### src/hw/tilemap_pkg.sv
package tilemap_pkg;

    // one line buffer entry
    typedef struct packed {
        logic       prio;
        logic [3:0] pal;
        logic [3:0] color;
    } tile_pix_t;

    // tile description after attribute decode
    typedef struct packed {
        logic [11:0] code;  // bank (4) and map code (8)
        logic [3:0]  pal;
        logic        prio;
    } tile_info_t;

    // attribute byte layout
    localparam int ATTR_BANK0       = 7;
    localparam int ATTR_PRIO        = 6;
    localparam int ATTR_BANK_HI_MSB = 5;
    localparam int ATTR_BANK_HI_LSB = 3;
    localparam int ATTR_PAL_MSB     = 2;
    localparam int ATTR_PAL_LSB     = 0;

    // geometry
    localparam int LINE_PIXELS = 256;
    localparam int FETCH_WORDS = 65;   // 260 pixels, covers the fine scroll offset
    localparam int MAP_AW      = 10;   // 32x32 map
    localparam int ROM_AW      = 16;   // code, row, half tile

endpackage

### src/hw/tilemap_if.sv


// pixel writes into the line memory
interface line_wr_if;
    logic                    we;
    logic [8:0]              addr;     // bit 8 set means off the line
    tilemap_pkg::tile_pix_t  din;
    logic                    wr_bank;

    modport fetch (output we, output addr, output din, output wr_bank);

    modport buffer (input we, input addr, input din, input wr_bank);
endinterface

### src/hw/line_buffer.sv
`timescale 1ns/1ps

module line_buffer (
    input  logic                   clk,
    input  logic                   rst,
    line_wr_if.buffer              lwr,
    input  logic [7:0]             rd_addr,
    output tilemap_pkg::tile_pix_t rd_pix
);

    // bank written by the renderer, the other one is on display
    tilemap_pkg::tile_pix_t bank0 [0:tilemap_pkg::LINE_PIXELS - 1];
    tilemap_pkg::tile_pix_t bank1 [0:tilemap_pkg::LINE_PIXELS - 1];

    logic                   wr_ok;
    tilemap_pkg::tile_pix_t rd_word;

    assign wr_ok = lwr.we && !lwr.addr[8];  // off-line pixels dropped

    always_ff @(posedge clk) begin
        if (wr_ok && !lwr.wr_bank) begin
            bank0[lwr.addr[7:0]] <= lwr.din;
        end
    end

    always_ff @(posedge clk) begin
        if (wr_ok && lwr.wr_bank) begin
            bank1[lwr.addr[7:0]] <= lwr.din;
        end
    end

    // display side reads the finished bank
    assign rd_word = lwr.wr_bank ? bank0[rd_addr] : bank1[rd_addr];

    always_ff @(posedge clk) begin
        if (rst) begin
            rd_pix <= '0;
        end else begin
            rd_pix <= rd_word;  // one cycle after rd_addr
        end
    end

endmodule

### src/flat_wrapper.sv
// flat-port wrapper written by rule: the top's interface ports become plain ports
module line_buffer_flat 
  (clk, rst, rd_addr, rd_pix, lwr_we, lwr_addr, lwr_din, lwr_wr_bank);
  line_wr_if lwr_i ();
  input  logic clk;
  input  logic rst;
  input  logic [7:0] rd_addr;
  output tilemap_pkg::tile_pix_t rd_pix;
  input wire logic [$bits(lwr_i.we)-1:0] lwr_we;
  input wire logic [$bits(lwr_i.addr)-1:0] lwr_addr;
  input wire logic [$bits(lwr_i.din)-1:0] lwr_din;
  input wire logic [$bits(lwr_i.wr_bank)-1:0] lwr_wr_bank;
  assign lwr_i.we = lwr_we;
  assign lwr_i.addr = lwr_addr;
  assign lwr_i.din = lwr_din;
  assign lwr_i.wr_bank = lwr_wr_bank;
  line_buffer u_core (.clk(clk), .rst(rst), .lwr(lwr_i), .rd_addr(rd_addr), .rd_pix(rd_pix));
endmodule
### config.mk
export PLATFORM = sky130hd
export DESIGN_NAME = line_buffer_flat
export DESIGN_NICKNAME = d
export VERILOG_FILES = /design/src/hw/tilemap_pkg.sv /design/src/hw/tilemap_if.sv /design/src/hw/line_buffer.sv /design/src/flat_wrapper.sv
export SDC_FILE = /design/constraint.sdc
export NUM_CORES = 2
export LEC_CHECK = 0
export BUFFER_PORTS_ARGS = -buffer_cell sky130_fd_sc_hd__buf_2
export CELL_PAD_IN_SITES_DETAIL_PLACEMENT = 1
export CELL_PAD_IN_SITES_GLOBAL_PLACEMENT = 2
export CORE_MARGIN = 10
export CORE_UTILIZATION = 30
export DETAILED_ROUTE_END_ITERATION = 10
export PLACE_DENSITY = 0.51
export SLEW_MARGIN = 20
export SYNTH_ARGS = -nofsm -noshare
export SYNTH_HDL_FRONTEND = slang
export SYNTH_MEMORY_MAX_BITS = 65536
export SYNTH_SLANG_ARGS = --single-unit
### constraint.sdc
create_clock -name clk -period 3.3 [get_ports clk]
set_clock_uncertainty 0.1 [all_clocks]
set_input_delay 0.825 -clock clk [delete_from_list [all_inputs] [get_ports clk]]
set_output_delay 0.825 -clock clk [all_outputs]
set_load 0.01 [all_outputs]
==> results.txt <==
The checks that failed: negative setup slack. The aggregate global-route resource usage came out at 17.7%. The y dimension of the die is 792 microns.

After synthesis, the most frequently instantiated cells are 4608 x sky130_fd_sc_hd__edfxtp_1, 984 x sky130_fd_sc_hd__mux4_2, 582 x sky130_fd_sc_hd__nor2_1. The critical path is of the in -> reg type. Among all flip-flop cells after synthesis, the most frequent one is sky130_fd_sc_hd__edfxtp_1.

The placement-stage cell area is 0.202 sq mm. For this configuration, the core starts out at a cell density of 30.1%. The core footprint is 0.594 sq mm. The worst vdd rail ir drop is 592 uV. The area fraction in compound gates after synthesis came out at 3.38%. The initial antenna violation count is 53. Once layout is done, the placed cells without fillers occupy 0.219 sq mm.

In this run, the number of DRC markers left after iteration 0 of detailed routing was 8537. Setup repair after global routing could not meet its margin everywhere. The post-synthesis net count is 8400. Once routing completed, OpenROAD measured the worst setup slack at -12.7 ps. Yosys attributes the largest share of cell area to sky130_fd_sc_hd__edfxtp_1 77%, sky130_fd_sc_hd__mux4_2 12%, sky130_fd_sc_hd__mux2i_1 2.4%. The tree built by TritonCTS fans out to 4617 sinks. The post-layout net count came out at 10200. The adder-cell share of the synthesized area came out at 0%.

The total of buffers placed on input and output ports is 38. The minimum clock period after layout is 3310 ps. The routed layout has 92800 vias. The main combinational cell family by area after synthesis is multiplexers. The number of flip-flops and latches in the synthesized netlist came out at 4617.

Along the worst path, the maximum fanout reaches 17. The number of setup violations in the final report is 1. The fraction of layout cells with a size suffix above 1 is 34.0%. The maximum operating frequency is 0.302 GHz.

OpenSTA, run right after detailed placement, puts the worst setup slack at -1430 ps. The worst slew margin relative to its limit is 31.8%. The post-detailed-routing wire length is 570000 microns. For this run the aggregate overflow at the end of global routing stands at 0. During synthesis, Yosys emitted a total of 0 warnings. The worst setup path is captured at a flop. The min-delay analysis places its worst path in the category in -> reg. The data required time of the critical path came out at 4140 ps. The count of nets left with antenna violations once routing finished came out at 0. The count of final max-slew check failures is 0. Entering global routing, the biggest net connects 121 pins. The clock passes through at most 4 buffers. The CTS buffer count is 534. The most area-hungry cell type in the Yosys netlist is sky130_fd_sc_hd__edfxtp_1.

The die boundary width came out at 792 microns. The number of unique standard cell types used by synthesis came out at 59. STA classifies the critical path startpoint as a primary input. The cell sitting at the root of the clock tree is a sky130_fd_sc_hd__clkbuf_16. The die outline area is 0.627 sq mm.

The final setup TNS came out at -12.7 ps. Summing the sequential cell areas from Yosys gives 77.5% of the chip area. The final weighted congestion in routability-driven placement is 0.783. The slew at the pin with the worst max-slew slack came out at 1020 ps. Dividing the synthesized area by the synthesized cell count gives 21.3 sq um.

The fraction of synthesized cell area taken by the top area cell type is 77.4%. The worst-case reg-to-reg path depth came out at 11. The max-capacitance violation count is 0. The gate count after technology mapping is 8370. The mean routed wirelength per cell is 31.0 microns. The number of top-level pins is 39. The clock latency at the later pin of the worst-skew pair came out at 1070 ps. The first TritonRoute pass finished after 5 iterations.

The power density over the cells came out at 589 mW/mm^2. The post-route DRC violation count came out at 0. The cell depth of the worst min-delay path is 1. The endpoint arrival time on the critical path is 4160 ps.

The final-report hold violation count is 0. The area growth from synthesis to layout is 22.5%. sky130_fd_sc_hd__edfxtp_1 is the most common cell in the netlist. The post-route fraction of the period consumed by the critical path came out at 100%.

In the synthesized netlist the async set-or-reset flop fraction comes to 0%. Using the TritonRoute via totals, the vias-per-cell ratio works out to 5.04. The combined area of all synthesized cells came out at 0.179 sq mm. The analysis attributes to cell leakage a power of 70.9 nW. The placed wire-length estimate came out at 375000 microns. The synthesized-area fraction occupied by and/or/nand/nor cells came out at 2.21%. The first global-routing pass estimated 795000 microns of wire. Cells fill 36.9% of the core in the end. The via count of the first global-routing pass was 98900. The total number of H-tree levels came out at 6.

The portion of netlist area occupied by mux cells is 15.2%. The number of flops mapped to enable cells by yosys is 4608. The flow ran to the end, but the final reports show violations.

TritonCTS built the clock tree. The count of standard-cell rows is 283. The clock edge transition at the registers on the reported setup and hold paths is 60 ps. After Yosys synthesis, XOR and XNOR cells account for 0% of the synthesized area.
[layer usage]
| layer | part of all wire (%) | global-route usage (%) | up-vias |
|---|---|---|---|
| li1 | - | - | 38900 |
| met1 | 44 | 24.4 | 50700 |
| met2 | 49 | 30.0 | 2477 |
| met3 | 4.9 | 2.24 | 647 |
| met4 | 2.2 | 3.89 | 6 |
| met5 | 0.0070 | 0 | - |
[final cells by class]
class	count	area (sq um)
Antenna cell	21	52.6
Clock buffer	676	14200
Clock inverter	273	2490
Fill cell	57300	375000
Inverter	3	18.8
Multi-Input combinational cell	3218	37400
Sequential cell	4617	139000
Tap cell	7837	9810
Timing Repair Buffer	1752	16400
[registers in the layout, indices dropped and copies added (netlist names)]
name,count
u_core.bank0,2304
u_core.bank1,2304
u_core.rd_pix,9
[layout by cell type, fill, tap and decap left out, types with 49 or more instances in the layout]
cell,Yosys,routed
sky130_fd_sc_hd__edfxtp_1,4608,4608
sky130_fd_sc_hd__buf_4,70,1460
sky130_fd_sc_hd__mux4_2,984,984
sky130_fd_sc_hd__nor2_1,582,575
sky130_fd_sc_hd__clkbuf_16,0,548
sky130_fd_sc_hd__mux2i_1,420,419
sky130_fd_sc_hd__buf_12,3,248
sky130_fd_sc_hd__o221ai_1,168,165
sky130_fd_sc_hd__a22oi_1,167,165
sky130_fd_sc_hd__a21oi_1,149,149
sky130_fd_sc_hd__clkbuf_1,249,129
sky130_fd_sc_hd__clkinv_1,0,109
sky130_fd_sc_hd__o21ai_0,90,86
sky130_fd_sc_hd__o22ai_1,76,75
sky130_fd_sc_hd__clkinv_2,0,75
sky130_fd_sc_hd__mux2_2,63,63
sky130_fd_sc_hd__nor3_1,64,62
sky130_fd_sc_hd__nand2_1,70,60
sky130_fd_sc_hd__nand3_1,64,49
[where the power goes]
group | internal [mW] | total (mW) | leakage, nW | switching, mW
logic | 2.88 | 7.39 | 21.3 | 4.51
clock network | 32.9 | 56.9 | 8.11 | 24.0
registers | 64.6 | 64.6 | 41.5 | 0.0616
[through the flow]
step / instances / hold slack (ps) / power, mW
final: 18400 / 109 / 129
after global routing: 18400 / 45.4 / 133
after CTS: 18400 / 7.56 / 131
after detailed placement: 17400 / 946 / 73.4
after global placement: 17400 / 930 / 73.2
after floorplan: 8370 / 808 / 68.9
[worst max-delay path: stages]
cell and delay [ps]:
sky130_fd_sc_hd__buf_12 190, sky130_fd_sc_hd__buf_16 210, sky130_fd_sc_hd__buf_16 200, sky130_fd_sc_hd__buf_4 200, sky130_fd_sc_hd__buf_4 170, sky130_fd_sc_hd__mux2_2 340, sky130_fd_sc_hd__a222oi_1 420, sky130_fd_sc_hd__o211ai_1 370
sky130_fd_sc_hd__nand3_1 270, sky130_fd_sc_hd__a211o_1 290, sky130_fd_sc_hd__buf_12 160, sky130_fd_sc_hd__a21oi_1 70, sky130_fd_sc_hd__a311o_1 310
[path summary, 6_finish.rpt]
kind	start	to	slack (ps)
min	lwr_din[8]	u_core.bank1[6][8]	110
max reg2reg	u_core.bank0[61][0]	u_core.rd_pix[0]	190
max	rd_addr[0]	u_core.rd_pix[6]	-10
min reg2reg	u_core.bank1[159][3]	u_core.rd_pix[3]	970
[kinds of logic (layout without fill, tap and decap cells)]
family	count (synthesis)	in the layout
flops	4617	4617
mux	1469	1469
simple gates	906	906
compound gates	843	843
buf+inv	535	2704
other cells	0	21
[what timing repair did]
action,CTS,global route
hold buffers,2,0
setup endpoints to repair,5,7
cloned,1,1
pin swaps,3,4
hold endpoints to repair,17,0
gates resized for setup,7,18
buffers inserted,4,5
(Power assumes the default switching activity.)
