===== src/hw/tilemap_pkg.sv =====
package tilemap_pkg;

    // one line buffer entry
    typedef struct packed {
        logic       prio;
        logic [3:0] pal;
        logic [3:0] color;
    } tile_pix_t;

    // tile description after attribute decode
    typedef struct packed {
        logic [11:0] code;  // bank (4) and map code (8)
        logic [3:0]  pal;
        logic        prio;
    } tile_info_t;

    // attribute byte layout
    localparam int ATTR_BANK0       = 7;
    localparam int ATTR_PRIO        = 6;
    localparam int ATTR_BANK_HI_MSB = 5;
    localparam int ATTR_BANK_HI_LSB = 3;
    localparam int ATTR_PAL_MSB     = 2;
    localparam int ATTR_PAL_LSB     = 0;

    // geometry
    localparam int LINE_PIXELS = 256;
    localparam int FETCH_WORDS = 65;   // 260 pixels, covers the fine scroll offset
    localparam int MAP_AW      = 10;   // 32x32 map
    localparam int ROM_AW      = 16;   // code, row, half tile

endpackage


===== src/hw/tilemap_if.sv =====
`timescale 1ns/1ps

// map read request and decoded tile answer
interface tile_info_if;
    logic [tilemap_pkg::MAP_AW-1:0] map_rd_addr;
    logic                           map_rd;
    tilemap_pkg::tile_info_t        info;        // held until next read
    logic                           info_valid;  // one cycle after map_rd

    modport fetch (
        output map_rd_addr,
        output map_rd,
        input  info,
        input  info_valid
    );

    modport decode (
        input  map_rd_addr,
        input  map_rd,
        output info,
        output info_valid
    );
endinterface

// pixel writes into the line memory
interface line_wr_if;
    logic                    we;
    logic [8:0]              addr;     // bit 8 set means off the line
    tilemap_pkg::tile_pix_t  din;
    logic                    wr_bank;

    modport fetch (output we, output addr, output din, output wr_bank);

    modport buffer (input we, input addr, input din, input wr_bank);
endinterface


===== src/hw/tile_fetch.sv =====
`timescale 1ns/1ps

module tile_fetch (
    input  logic                           clk,
    input  logic                           rst,
    input  logic                           line_start,
    input  logic [7:0]                     hscroll,
    input  logic [7:0]                     vscroll,
    input  logic [7:0]                     vline,
    input  logic                           flip,
    output logic                           rom_cs,
    output logic [tilemap_pkg::ROM_AW-1:0] rom_addr,
    input  logic                           rom_ok,
    input  logic [15:0]                    rom_data,
    output logic                           done,
    tile_info_if.fetch                     tinfo,
    line_wr_if.fetch                       lwr
);

    localparam logic [6:0] LAST_WORD = 7'(tilemap_pkg::FETCH_WORDS - 1);

    typedef enum logic [2:0] {
        ST_IDLE,
        ST_MAP,
        ST_INFO,
        ST_ROM,
        ST_DUMP,
        ST_NEXT
    } state_t;

    state_t                  st;
    logic [7:0]              hn;        // source column of current word
    logic [7:0]              vn;        // source row
    logic [8:0]              waddr;     // unflipped line position
    logic [6:0]              word_cnt;
    logic [1:0]              pix_cnt;
    logic [15:0]             pix_data;
    tilemap_pkg::tile_info_t tile;
    logic                    need_tile;
    logic                    map_rd;
    logic                    we;
    logic [8:0]              wr_addr;
    tilemap_pkg::tile_pix_t  din;
    logic                    wr_bank;

    // first word may be the right half of a tile
    assign need_tile = (word_cnt == 7'd0) || !hn[2];

    assign tinfo.map_rd_addr = {vn[7:3], hn[7:3]};
    assign tinfo.map_rd      = map_rd;
    assign rom_addr          = {tile.code, vn[2:0], hn[2]};

    assign lwr.we      = we;
    assign lwr.addr    = wr_addr;
    assign lwr.din     = din;
    assign lwr.wr_bank = wr_bank;

    always_ff @(posedge clk) begin
        if (rst) begin
            st      <= ST_IDLE;
            done    <= 1'b1;
            rom_cs  <= 1'b0;
            map_rd  <= 1'b0;
            we      <= 1'b0;
            wr_bank <= 1'b0;
        end else begin
            map_rd <= 1'b0;
            we     <= 1'b0;
            if (line_start) begin
                // a new line aborts whatever was in progress
                wr_bank  <= ~wr_bank;
                done     <= 1'b0;
                rom_cs   <= 1'b0;
                hn       <= {hscroll[7:2], 2'b00};
                vn       <= (vline ^ {8{flip}}) + vscroll;
                waddr    <= 9'd0 - {7'd0, hscroll[1:0]};
                word_cnt <= 7'd0;
                st       <= ST_MAP;
            end else begin
                case (st)
                    ST_MAP: begin
                        if (need_tile) begin
                            map_rd <= 1'b1;
                            st     <= ST_INFO;
                        end else begin
                            rom_cs <= 1'b1;  // same tile, next half
                            st     <= ST_ROM;
                        end
                    end
                    ST_INFO: begin
                        if (tinfo.info_valid) begin
                            tile   <= tinfo.info;
                            rom_cs <= 1'b1;
                            st     <= ST_ROM;
                        end
                    end
                    ST_ROM: begin
                        if (rom_ok) begin
                            pix_data <= rom_data;
                            rom_cs   <= 1'b0;
                            pix_cnt  <= 2'd0;
                            st       <= ST_DUMP;
                        end
                    end
                    ST_DUMP: begin
                        // leftmost pixel sits in the top nibble
                        we        <= 1'b1;
                        wr_addr   <= flip ? {waddr[8], 8'd255 - waddr[7:0]} : waddr;
                        din.prio  <= tile.prio;
                        din.pal   <= tile.pal;
                        din.color <= pix_data[15:12];
                        pix_data  <= {pix_data[11:0], 4'd0};
                        waddr     <= waddr + 9'd1;
                        pix_cnt   <= pix_cnt + 2'd1;
                        if (pix_cnt == 2'd3) begin
                            st <= ST_NEXT;
                        end
                    end
                    ST_NEXT: begin
                        hn       <= hn + 8'd4;  // wraps column 31 to 0
                        word_cnt <= word_cnt + 7'd1;
                        if (word_cnt == LAST_WORD) begin
                            done <= 1'b1;
                            st   <= ST_IDLE;
                        end else begin
                            st <= ST_MAP;
                        end
                    end
                    default: st <= ST_IDLE;
                endcase
            end
        end
    end

endmodule


===== src/flat_wrapper.sv =====
// flat-port wrapper written by rule: the top's interface ports become plain ports
module tile_fetch_flat 
  (clk, rst, line_start, hscroll, vscroll, vline, flip, rom_cs, rom_addr, rom_ok, rom_data, done, tinfo_map_rd_addr, tinfo_map_rd, tinfo_info, tinfo_info_valid, lwr_we, lwr_addr, lwr_din, lwr_wr_bank);
  tile_info_if tinfo_i ();
  line_wr_if lwr_i ();
  input  logic clk;
  input  logic rst;
  input  logic line_start;
  input  logic [7:0] hscroll;
  input  logic [7:0] vscroll;
  input  logic [7:0] vline;
  input  logic flip;
  output logic rom_cs;
  output logic [tilemap_pkg::ROM_AW-1:0] rom_addr;
  input  logic rom_ok;
  input  logic [15:0] rom_data;
  output logic done;
  output wire logic [$bits(tinfo_i.map_rd_addr)-1:0] tinfo_map_rd_addr;
  output wire logic [$bits(tinfo_i.map_rd)-1:0] tinfo_map_rd;
  input wire logic [$bits(tinfo_i.info)-1:0] tinfo_info;
  input wire logic [$bits(tinfo_i.info_valid)-1:0] tinfo_info_valid;
  output wire logic [$bits(lwr_i.we)-1:0] lwr_we;
  output wire logic [$bits(lwr_i.addr)-1:0] lwr_addr;
  output wire logic [$bits(lwr_i.din)-1:0] lwr_din;
  output wire logic [$bits(lwr_i.wr_bank)-1:0] lwr_wr_bank;
  assign tinfo_map_rd_addr = tinfo_i.map_rd_addr;
  assign tinfo_map_rd = tinfo_i.map_rd;
  assign tinfo_i.info = tinfo_info;
  assign tinfo_i.info_valid = tinfo_info_valid;
  assign lwr_we = lwr_i.we;
  assign lwr_addr = lwr_i.addr;
  assign lwr_din = lwr_i.din;
  assign lwr_wr_bank = lwr_i.wr_bank;
  tile_fetch u_core (.clk(clk), .rst(rst), .line_start(line_start), .hscroll(hscroll), .vscroll(vscroll), .vline(vline), .flip(flip), .rom_cs(rom_cs), .rom_addr(rom_addr), .rom_ok(rom_ok), .rom_data(rom_data), .done(done), .tinfo(tinfo_i), .lwr(lwr_i));
endmodule

===== config.mk =====
export PLATFORM = sky130hd
export DESIGN_NAME = tile_fetch_flat
export DESIGN_NICKNAME = d
export VERILOG_FILES = /design/src/hw/tilemap_pkg.sv /design/src/hw/tilemap_if.sv /design/src/hw/tile_fetch.sv /design/src/flat_wrapper.sv
export SDC_FILE = /design/constraint.sdc
export NUM_CORES = 1
export LEC_CHECK = 0
export BUFFER_PORTS_ARGS = -buffer_cell sky130_fd_sc_hd__buf_2
export CORE_MARGIN = 2
export CORE_UTILIZATION = 52
export DETAILED_ROUTE_END_ITERATION = 12
export PLACE_DENSITY = 0.77
export SYNTH_ARGS = -nofsm -noshare
export SYNTH_HDL_FRONTEND = slang
export SYNTH_SLANG_ARGS = --single-unit

===== constraint.sdc =====
create_clock -name clk -period 3.55 [get_ports clk]
set_input_delay 0.1775 -clock clk [delete_from_list [all_inputs] [get_ports clk]]
set_output_delay 0.1775 -clock clk [all_outputs]
set_load 0.1 [all_outputs]

==> results.md, run 1 <==
* Yosys reg bits at 91
* Post-CTS setup buffer count at 0
* Global Route Usage Sum at 0.177
* Fin nets at 491
* Cells after Synth at 299
* Met3 Resource Use GR at 0.0306
* Number of synthesized flops with an enable pin at 83
* Number of global-route vias before repair at 2,588
* Placed insts at 489
* Final Hold Fails at 0
* Core Util, Final at 0.656
* Non-Filler Instances at about 520
* LEAKAGE at 2.01 nW
* Clk Latency, worst-skew pair at ~0.35 ns
* Relative slew slack at 0.328
* Post-route setup TNS at 0 ns
* 1st-pass router iterations at 4
* Clk slew on worst S/H paths at approximately 0.08 ns
* First-pass GRT wire length at roughly 12 mm
* Min-Delay Path Depth at 1
* Clock Sink Count at a little over 90
* Yosys cell types at 46
* Die height at between 90 and 100 um
* Crit path max fanout at 23
* Post-Syn Nets at 376
* Die W at 93.5 um
* Status: completed
* Class of the most critical hold timing path: in2reg
* Ant diodes at 0
* DR WL/cell at 13.9 um
* Worst Skew at 0.00791 ns
* Worst-Margin Slew at 1.00 ns
* Leading cell type in the layout, fill and taps excluded: buf_2
* Placeable Area at between 7000 and 8000 um2
* Biggest area consumer among synthesized cells: edfxtp_1
* Final antenna-violating net count at 0
* Synth Area per Inst at ~14 um2
* Clk buf depth at 2
* CP max stage cell: nor2_1
* Total die area at ~8700 um2
* Worst EP arrival at 2.02 ns
* Iteration-0 DRC Markers at between 100 and 150
* Maxcap violations at 0
* Ys async rst share at 0
* Post-route DRC at 0
* Placed cell area at roughly 4700 um2
* I/O pin count at roughly 110
* Met2 Usage GRT at 0.300
* Largest net degree at the start of global routing at 43
* Most used cell, CP: nor2_1
* CTS Buf Count at 9
* GRT met1 Usage at 0.219
* Final setup fails at 0
* Initial antenna violation count at 0
* Synth Flop Type: edfxtp_1
* Final Cell Area at just over 5000 um2
* CTS tree: built
* PD cells at approximately 450 nW/um2
* CP startpoint kind: flip-flop
* Mapped Area at ~4200 um2
* Period utilisation layout at 0.572
* WP data required at approximately 3.5 ns
* Clk root buf: clkbuf_8
* Post-synthesis sequential area ratio at 0.637
* FF-to-FF path depth at 4
* RSZ-0062 raised after global routing: false
* DR vias at 2,597
* Synth Warn # at 0
* Largest cells by area after synthesis: edfxtp_1 (60%), xor2_1 (5.0%), ha_1 (3.9%)
* CP Capture Type: flip-flop
* Top achievable clock speed at 0.493 GHz
* Vias per cell at between 4 and 5
* Post_cts resized at 0
* H-tree depth at 3
* Tmin final at between 2 and 2.5 ns
* Final WL at ~7.2 mm
* I/O Buffers at about 110
* Most frequent cells in the layout: buf_2 (111), edfxtp_1 (83), xor2_1 (24)
* Initial core utilization at 0.539
* Crit path kind: reg2reg
* Slew Limit Fails at 0
* Global routing's busiest layer: met2
* Number of core rows at 32
* Placer Congestion at 0.770
* Share of layout cells above drive strength 1 at 0.322
* Remaining Overflow, GRT at 0
* Post-DP HPWL at just over 5 mm
* Area added between synthesis and finish at 21.8%
* VDD IR max at 0.232 mV
* Area share of the largest cell type after synthesis at 0.599
* Critical Path, Cell by Cell: nor2b_2 -> and2b_4 -> nor2_1 -> nor2_1
* Worst path max stage delay at around 0.55 ns
-- layer usage --
metal / up-vias / share of wire / routed length (um)
met3: 14 / 0.043 / 313
met1: 1204 / 0.43 / 3130
li1: 1305 / - / -
met5: - / 0 / 0
met4: 0 / 0.023 / 165
met2: 74 / 0.50 / 3640
-- path summary, 6_finish.rpt --
path	endpoint	start	slack, ns
max	u_core.waddr[5]$_DFFE_PP_	u_core.st[2]$_SDFFE_PN0P_	1.52
min	u_core.tile[0]$_DFFE_PP_	tinfo_info[0]	0.01
max reg2reg	u_core.waddr[5]$_DFFE_PP_	u_core.st[2]$_SDFFE_PN0P_	1.52
min reg2reg	u_core.lwr.din[3]$_DFFE_PP_	u_core.pix_data[15]$_DFFE_PP_	0.43
-- synth_stat cells (2+ instances only) --
cell and number:
and4b_1 2, a21oi_1 7, nand3_1 11, buf_2 3, buf_4 13, inv_1 8, mux2_1 14, o21a_1 7
nor2_1 16, a31oi_1 3, nor3b_1 3, nor3_1 5, xnor2_1 15, a211oi_1 2, nand2_1 12, edfxtp_1 83
xor2_1 24, dfxtp_1 8, and3_1 4, clkbuf_1 7, nor2b_1 7, o211ai_1 2, o21ai_0 3, ha_1 13
o21ai_1 6
-- critical path: cells and delay by family, from the launching register on --
| kind | cells | cell delay, ns |
|---|---|---|
| and+or+nand+nor | 4 | 1.26 |
| DFF | 1 | 0.41 |
-- flip-flops by register name (all words and copies together) (netlist names) --
register	count
u_core.done	1
u_core.hn	6
u_core.lwr.addr	9
u_core.lwr.din	9
u_core.lwr.we	1
u_core.lwr.wr_bank	1
u_core.pix_cnt	2
u_core.pix_data	16
u_core.rom_addr	12
u_core.rom_cs	1
u_core.st	3
u_core.tile	5
u_core.tinfo.map_rd	1
u_core.vn	8
u_core.waddr	9
u_core.word_cnt	7
-- repair_timing --
action	in CTS	in global routing
hold endpoints to repair	16	0
hold buffers	16	0
setup endpoints to repair	0	0
-- logic make-up after synthesis --
family                   share of synthesized area
flip-flops                                   0.637
XOR/XNOR                                    0.0821
AO/OA/AOI/OAI                               0.0628
adder cells (fa/ha/maj)                     0.0439
AND/OR/NAND/NOR                             0.0920
multiplexers                                0.0379
buffers and inverters                       0.0442
-- metrics by stage --
| stage | setup WS (ns) | total power [W] | hold slack (ns) |
|---|---|---|---|
| 2_1_floorplan | 0.783 | 0.00152 | 0.276 |
| 3_3_place_gp | 1.36 | 0.00160 | 0.355 |
| 3_5_place_dp | 1.26 | 0.00160 | 0.356 |
| 4_1_cts | 1.49 | 0.00229 | 0.000112 |
| 5_1_grt | 1.33 | 0.00237 | 0.000634 |
| 6_report | 1.52 | 0.00228 | 0.0122 |
-- power by group --
group | internal [W] | switching [W] | leakage, nW | total, W
Clock | 0.000323 | 0.000363 | 0.0966 | 0.000686
Combinational | 0.000122 | 0.000241 | 1.08 | 0.000363
Sequential | 0.00121 | 0.0000223 | 0.828 | 0.00123
Total | 0.00165 | 0.000626 | 2.01 | 0.00228
-- area by class of cell --
cell class | count | area, um2
Multi-Input combinational cell | 175 | 1340
Timing Repair Buffer | 129 | 731
Inverter | 8 | 30.0
Tap cell | 102 | 128
Clock inverter | 7 | 68.8
Sequential cell | 91 | 2650
Fill cell | 604 | 2660
Clock buffer | 9 | 124
No activity file was read; power rests on OpenSTA's default activity.
==> inputs of run 2 (changes only) <==
--- a/config.mk
+++ b/config.mk
@@ -7,9 +7,9 @@
 export LEC_CHECK = 0
 export BUFFER_PORTS_ARGS = -buffer_cell sky130_fd_sc_hd__buf_2
 export CORE_MARGIN = 2
-export CORE_UTILIZATION = 52
+export CORE_UTILIZATION = 47
 export DETAILED_ROUTE_END_ITERATION = 12
-export PLACE_DENSITY = 0.77
+export PLACE_DENSITY = 0.73
 export SYNTH_ARGS = -nofsm -noshare
 export SYNTH_HDL_FRONTEND = slang
 export SYNTH_SLANG_ARGS = --single-unit
==> constraint.sdc (replaced) <==
create_clock -name clk -period 1.8 [get_ports clk]
set_input_delay 0.09 -clock clk [delete_from_list [all_inputs] [get_ports clk]]
set_output_delay 0.09 -clock clk [all_outputs]
set_load 0.1 [all_outputs]
==> results.md, run 2 (synthesis results as in run 1) <==
* Global Route Usage Sum at 0.164 (was 0.177)
* Clk Latency, worst-skew pair at 0.35 ns (about the same)
* Pre-CTS setup slack at -0.0721 ns (was 1.26 ns)
* Crit path max-delay family: simple AND/OR/NAND/NOR gates (unchanged)
* DR WL/cell at 14.0 um (was 13.9 um)
* Crit path kind: reg2reg (unchanged)
* R2R Path End: u_core.pix_cnt[0]$_SDFFCE_PN0P_ (was u_core.waddr[5]$_DFFE_PP_)
* Core Util, Final at 0.612 (was 0.656)
* Max reg flops at 16 (unchanged)
* H-tree depth at 3 (unchanged)
* Area added between synthesis and finish at 27.0% (was 21.8%)
* CP startpoint kind: flip-flop (unchanged)
* CTS Buf Count at 9 (unchanged)
* DR vias at 2,717 (was 2,597)
* Largest net degree at the start of global routing at 20 (was 43)
* Final hold slack at 0.0120 ns (was 0.0122 ns)
* CP Capture Type: flip-flop (unchanged)
* Setup WS post-layout at 0.195 ns (was 1.52 ns)
* Number of core rows at 34 (was 32)
* CP endpoint: u_core.pix_cnt[0]$_SDFFCE_PN0P_ (was u_core.waddr[5]$_DFFE_PP_)
* Post-CTS setup buffer count at 0 (unchanged)
* Critical Path Stages at 5 (was 4)
* Share of layout cells above drive strength 1 at 0.363 (was 0.322)
* WP data required at 1.87 ns (was 3.54 ns)
* CTS tree: built (unchanged)
* RSZ-0062 raised after global routing: false (unchanged)
* Tmin final at 1.61 ns (was 2.03 ns)
* Filler cell count at 710 (was 604)
* Initial core utilization at 0.482 (was 0.539)
* Most frequent cells in the layout: buf_2 (111), edfxtp_1 (83), xor2_1 (23) (was buf_2 (111), edfxtp_1 (83), xor2_1 (24))
* Crit path launch: u_core.st[1]$_SDFFE_PN0P_ (was u_core.st[2]$_SDFFE_PN0P_)
* Largest Register: u_core.pix_data (unchanged)
* Iteration-0 DRC Markers at 82 (was 104)
* 1st-pass router iterations at 4 (unchanged)
* Die height at 98.1 um (was 93.5 um)
* Ant diodes at 0 (unchanged)
* Reg2reg start: u_core.st[1]$_SDFFE_PN0P_ (was u_core.st[2]$_SDFFE_PN0P_)
* First-pass GRT wire length at 12.6 mm (was 11.9 mm)
* Number of global-route vias before repair at 2,733 (was 2,588)
* Slew Limit Fails at 0 (unchanged)
* Class of the most critical hold timing path: in2reg (unchanged)
* Placer Congestion at 0.802 (was 0.770)
* Clk slew on worst S/H paths at 0.10 ns (was 0.08 ns)
* I/O pin count at 112 (unchanged)
* VDD IR max at 0.393 mV (was 0.232 mV)
* LEAKAGE at 2.09 nW (was 2.01 nW)
* Clock Sink Count at 91 (unchanged)
* FF-to-FF path depth at 5 (was 4)
* Post-route setup TNS at 0 ns (unchanged)
* Placeable Area at 8640 um2 (was 7730 um2)
* Crit path max fanout at 18 (was 23)
* Vias per cell at 5.02 (was 4.98)
* Status: completed (unchanged)
* Final antenna-violating net count at 0 (unchanged)
* Critical Path, Cell by Cell: nor2b_4 -> and2b_4 -> a31oi_4 -> nor3_4 -> buf_12 (was nor2b_2 -> and2b_4 -> nor2_1 -> nor2_1)
* CP max stage cell: dfxtp_1 (was nor2_1)
* Final setup fails at 0 (unchanged)
* Worst Skew at 0.0102 ns (was 0.00791 ns)
* Post-DP HPWL at 5.44 mm (was 5.05 mm)
* Die W at 98.1 um (was 93.5 um)
* Final WL at 7.56 mm (was 7.24 mm)
* Flop2flop setup slack at 0.19 ns (was 1.52 ns)
* I/O Buffers at 111 (unchanged)
* PD cells at 844 nW/um2 (was 450 nW/um2)
* Maxcap violations at 0 (unchanged)
* WP buf/inv at 1 (was 0)
* Total die area at 9630 um2 (was 8740 um2)
* Clk root buf: clkbuf_8 (unchanged)
* Worst-Margin Slew at 0.504 ns (was 1.00 ns)
* Initial antenna violation count at 0 (unchanged)
* Worst EP arrival at 1.67 ns (was 2.02 ns)
* Final Hold Fails at 0 (unchanged)
* Post-route DRC at 0 (unchanged)
* Clk buf depth at 2 (unchanged)
* Period utilisation layout at 0.892 (was 0.572)
* Leading cell type in the layout, fill and taps excluded: buf_2 (unchanged)
* Worst path max stage delay at 0.40 ns (was 0.55 ns)
* Top achievable clock speed at 0.623 GHz (was 0.493 GHz)
* Relative slew slack at 0.666 (was 0.328)
* Fin nets at 505 (was 491)
* Remaining Overflow, GRT at 0 (unchanged)
run 2: changes by cell type in the layout (fill, tap and decap cells not counted), moves of 2 or more:
cell           before  now
buf_12              0    3
inv_6               0    4
buf_4               2   11
dlygate4sd3_1      16   18
clkinv_4            2    0
run 2: cell type report:
cell class                      count  area, um2  share of cell area
Clock buffer                       10        128              0.0241
Clock inverter                      6       47.5             0.00899
Inverter                            8       30.0             0.00568
Multi-Input combinational cell    175       1410               0.267
Sequential cell                    91       2650               0.502
Tap cell                          108        135              0.0256
Timing Repair Buffer              143        878               0.166
run 2: worst min-delay path by stage:
| stage | startpoint | endpoint | slack (ns) | depth (start not counted) |
|---|---|---|---|---|
| floorplan | tinfo_info[11] | u_core.rom_addr[10]$_DFFE_PP_ | 0.19 | 0 |
| global placement | tinfo_info[16] | u_core.rom_addr[15]$_DFFE_PP_ | 0.27 | 1 |
| detailed placement | tinfo_info[11] | u_core.rom_addr[10]$_DFFE_PP_ | 0.27 | 1 |
| CTS | hscroll[5] | u_core.hn[5]$_DFFE_PP_ | 0.0007 | 3 |
| global route | rom_data[6] | u_core.pix_data[6]$_DFFE_PP_ | 0.003 | 2 |
| finish | rom_data[10] | u_core.pix_data[10]$_DFFE_PP_ | 0.01 | 2 |
run 2: worst register-to-register path, delay by kind of cell (launching register included):
| kind | cells | cell delay, ns |
|---|---|---|
| buffers and inverters | 1 | 0.18 |
| DFF | 1 | 0.40 |
| and+or+nand+nor | 3 | 0.68 |
| AOI/OAI and AO/OA | 1 | 0.06 |
run 2: what timing repair did:
| action | 4_1_cts | 5_1_grt |
|---|---|---|
| hold buffers | 17 | 1 |
| endpoints found under the setup margin | 0 | 0 |
| endpoints found under the hold margin | 17 | 1 |
| resized for setup | 0 | 0 |
run 2: per-stage QoR:
stage                     area (um2)  instances  power [W]
after floorplan                 4280        299    0.00303
after global placement          4930        507    0.00319
after detailed placement        4930        507    0.00321
after CTS                       5280        540    0.00451
after global routing            5290        541    0.00466
final                           5290        541    0.00446
run 2: routing by layer:
metal,vias up,wire [um],GRT usage
li1,1330,-,-
met1,1306,3160,0.200
met2,66,3950,0.285
met3,15,297,0.0336
met4,0,150,0.0694
met5,-,0,0
run 2: power by group:
| group | internal [W] | switching, W | total, W |
|---|---|---|---|
| registers | 0.00238 | 0.0000410 | 0.00242 |
| clock network | 0.000521 | 0.000748 | 0.00127 |
| logic | 0.000273 | 0.000497 | 0.000770 |
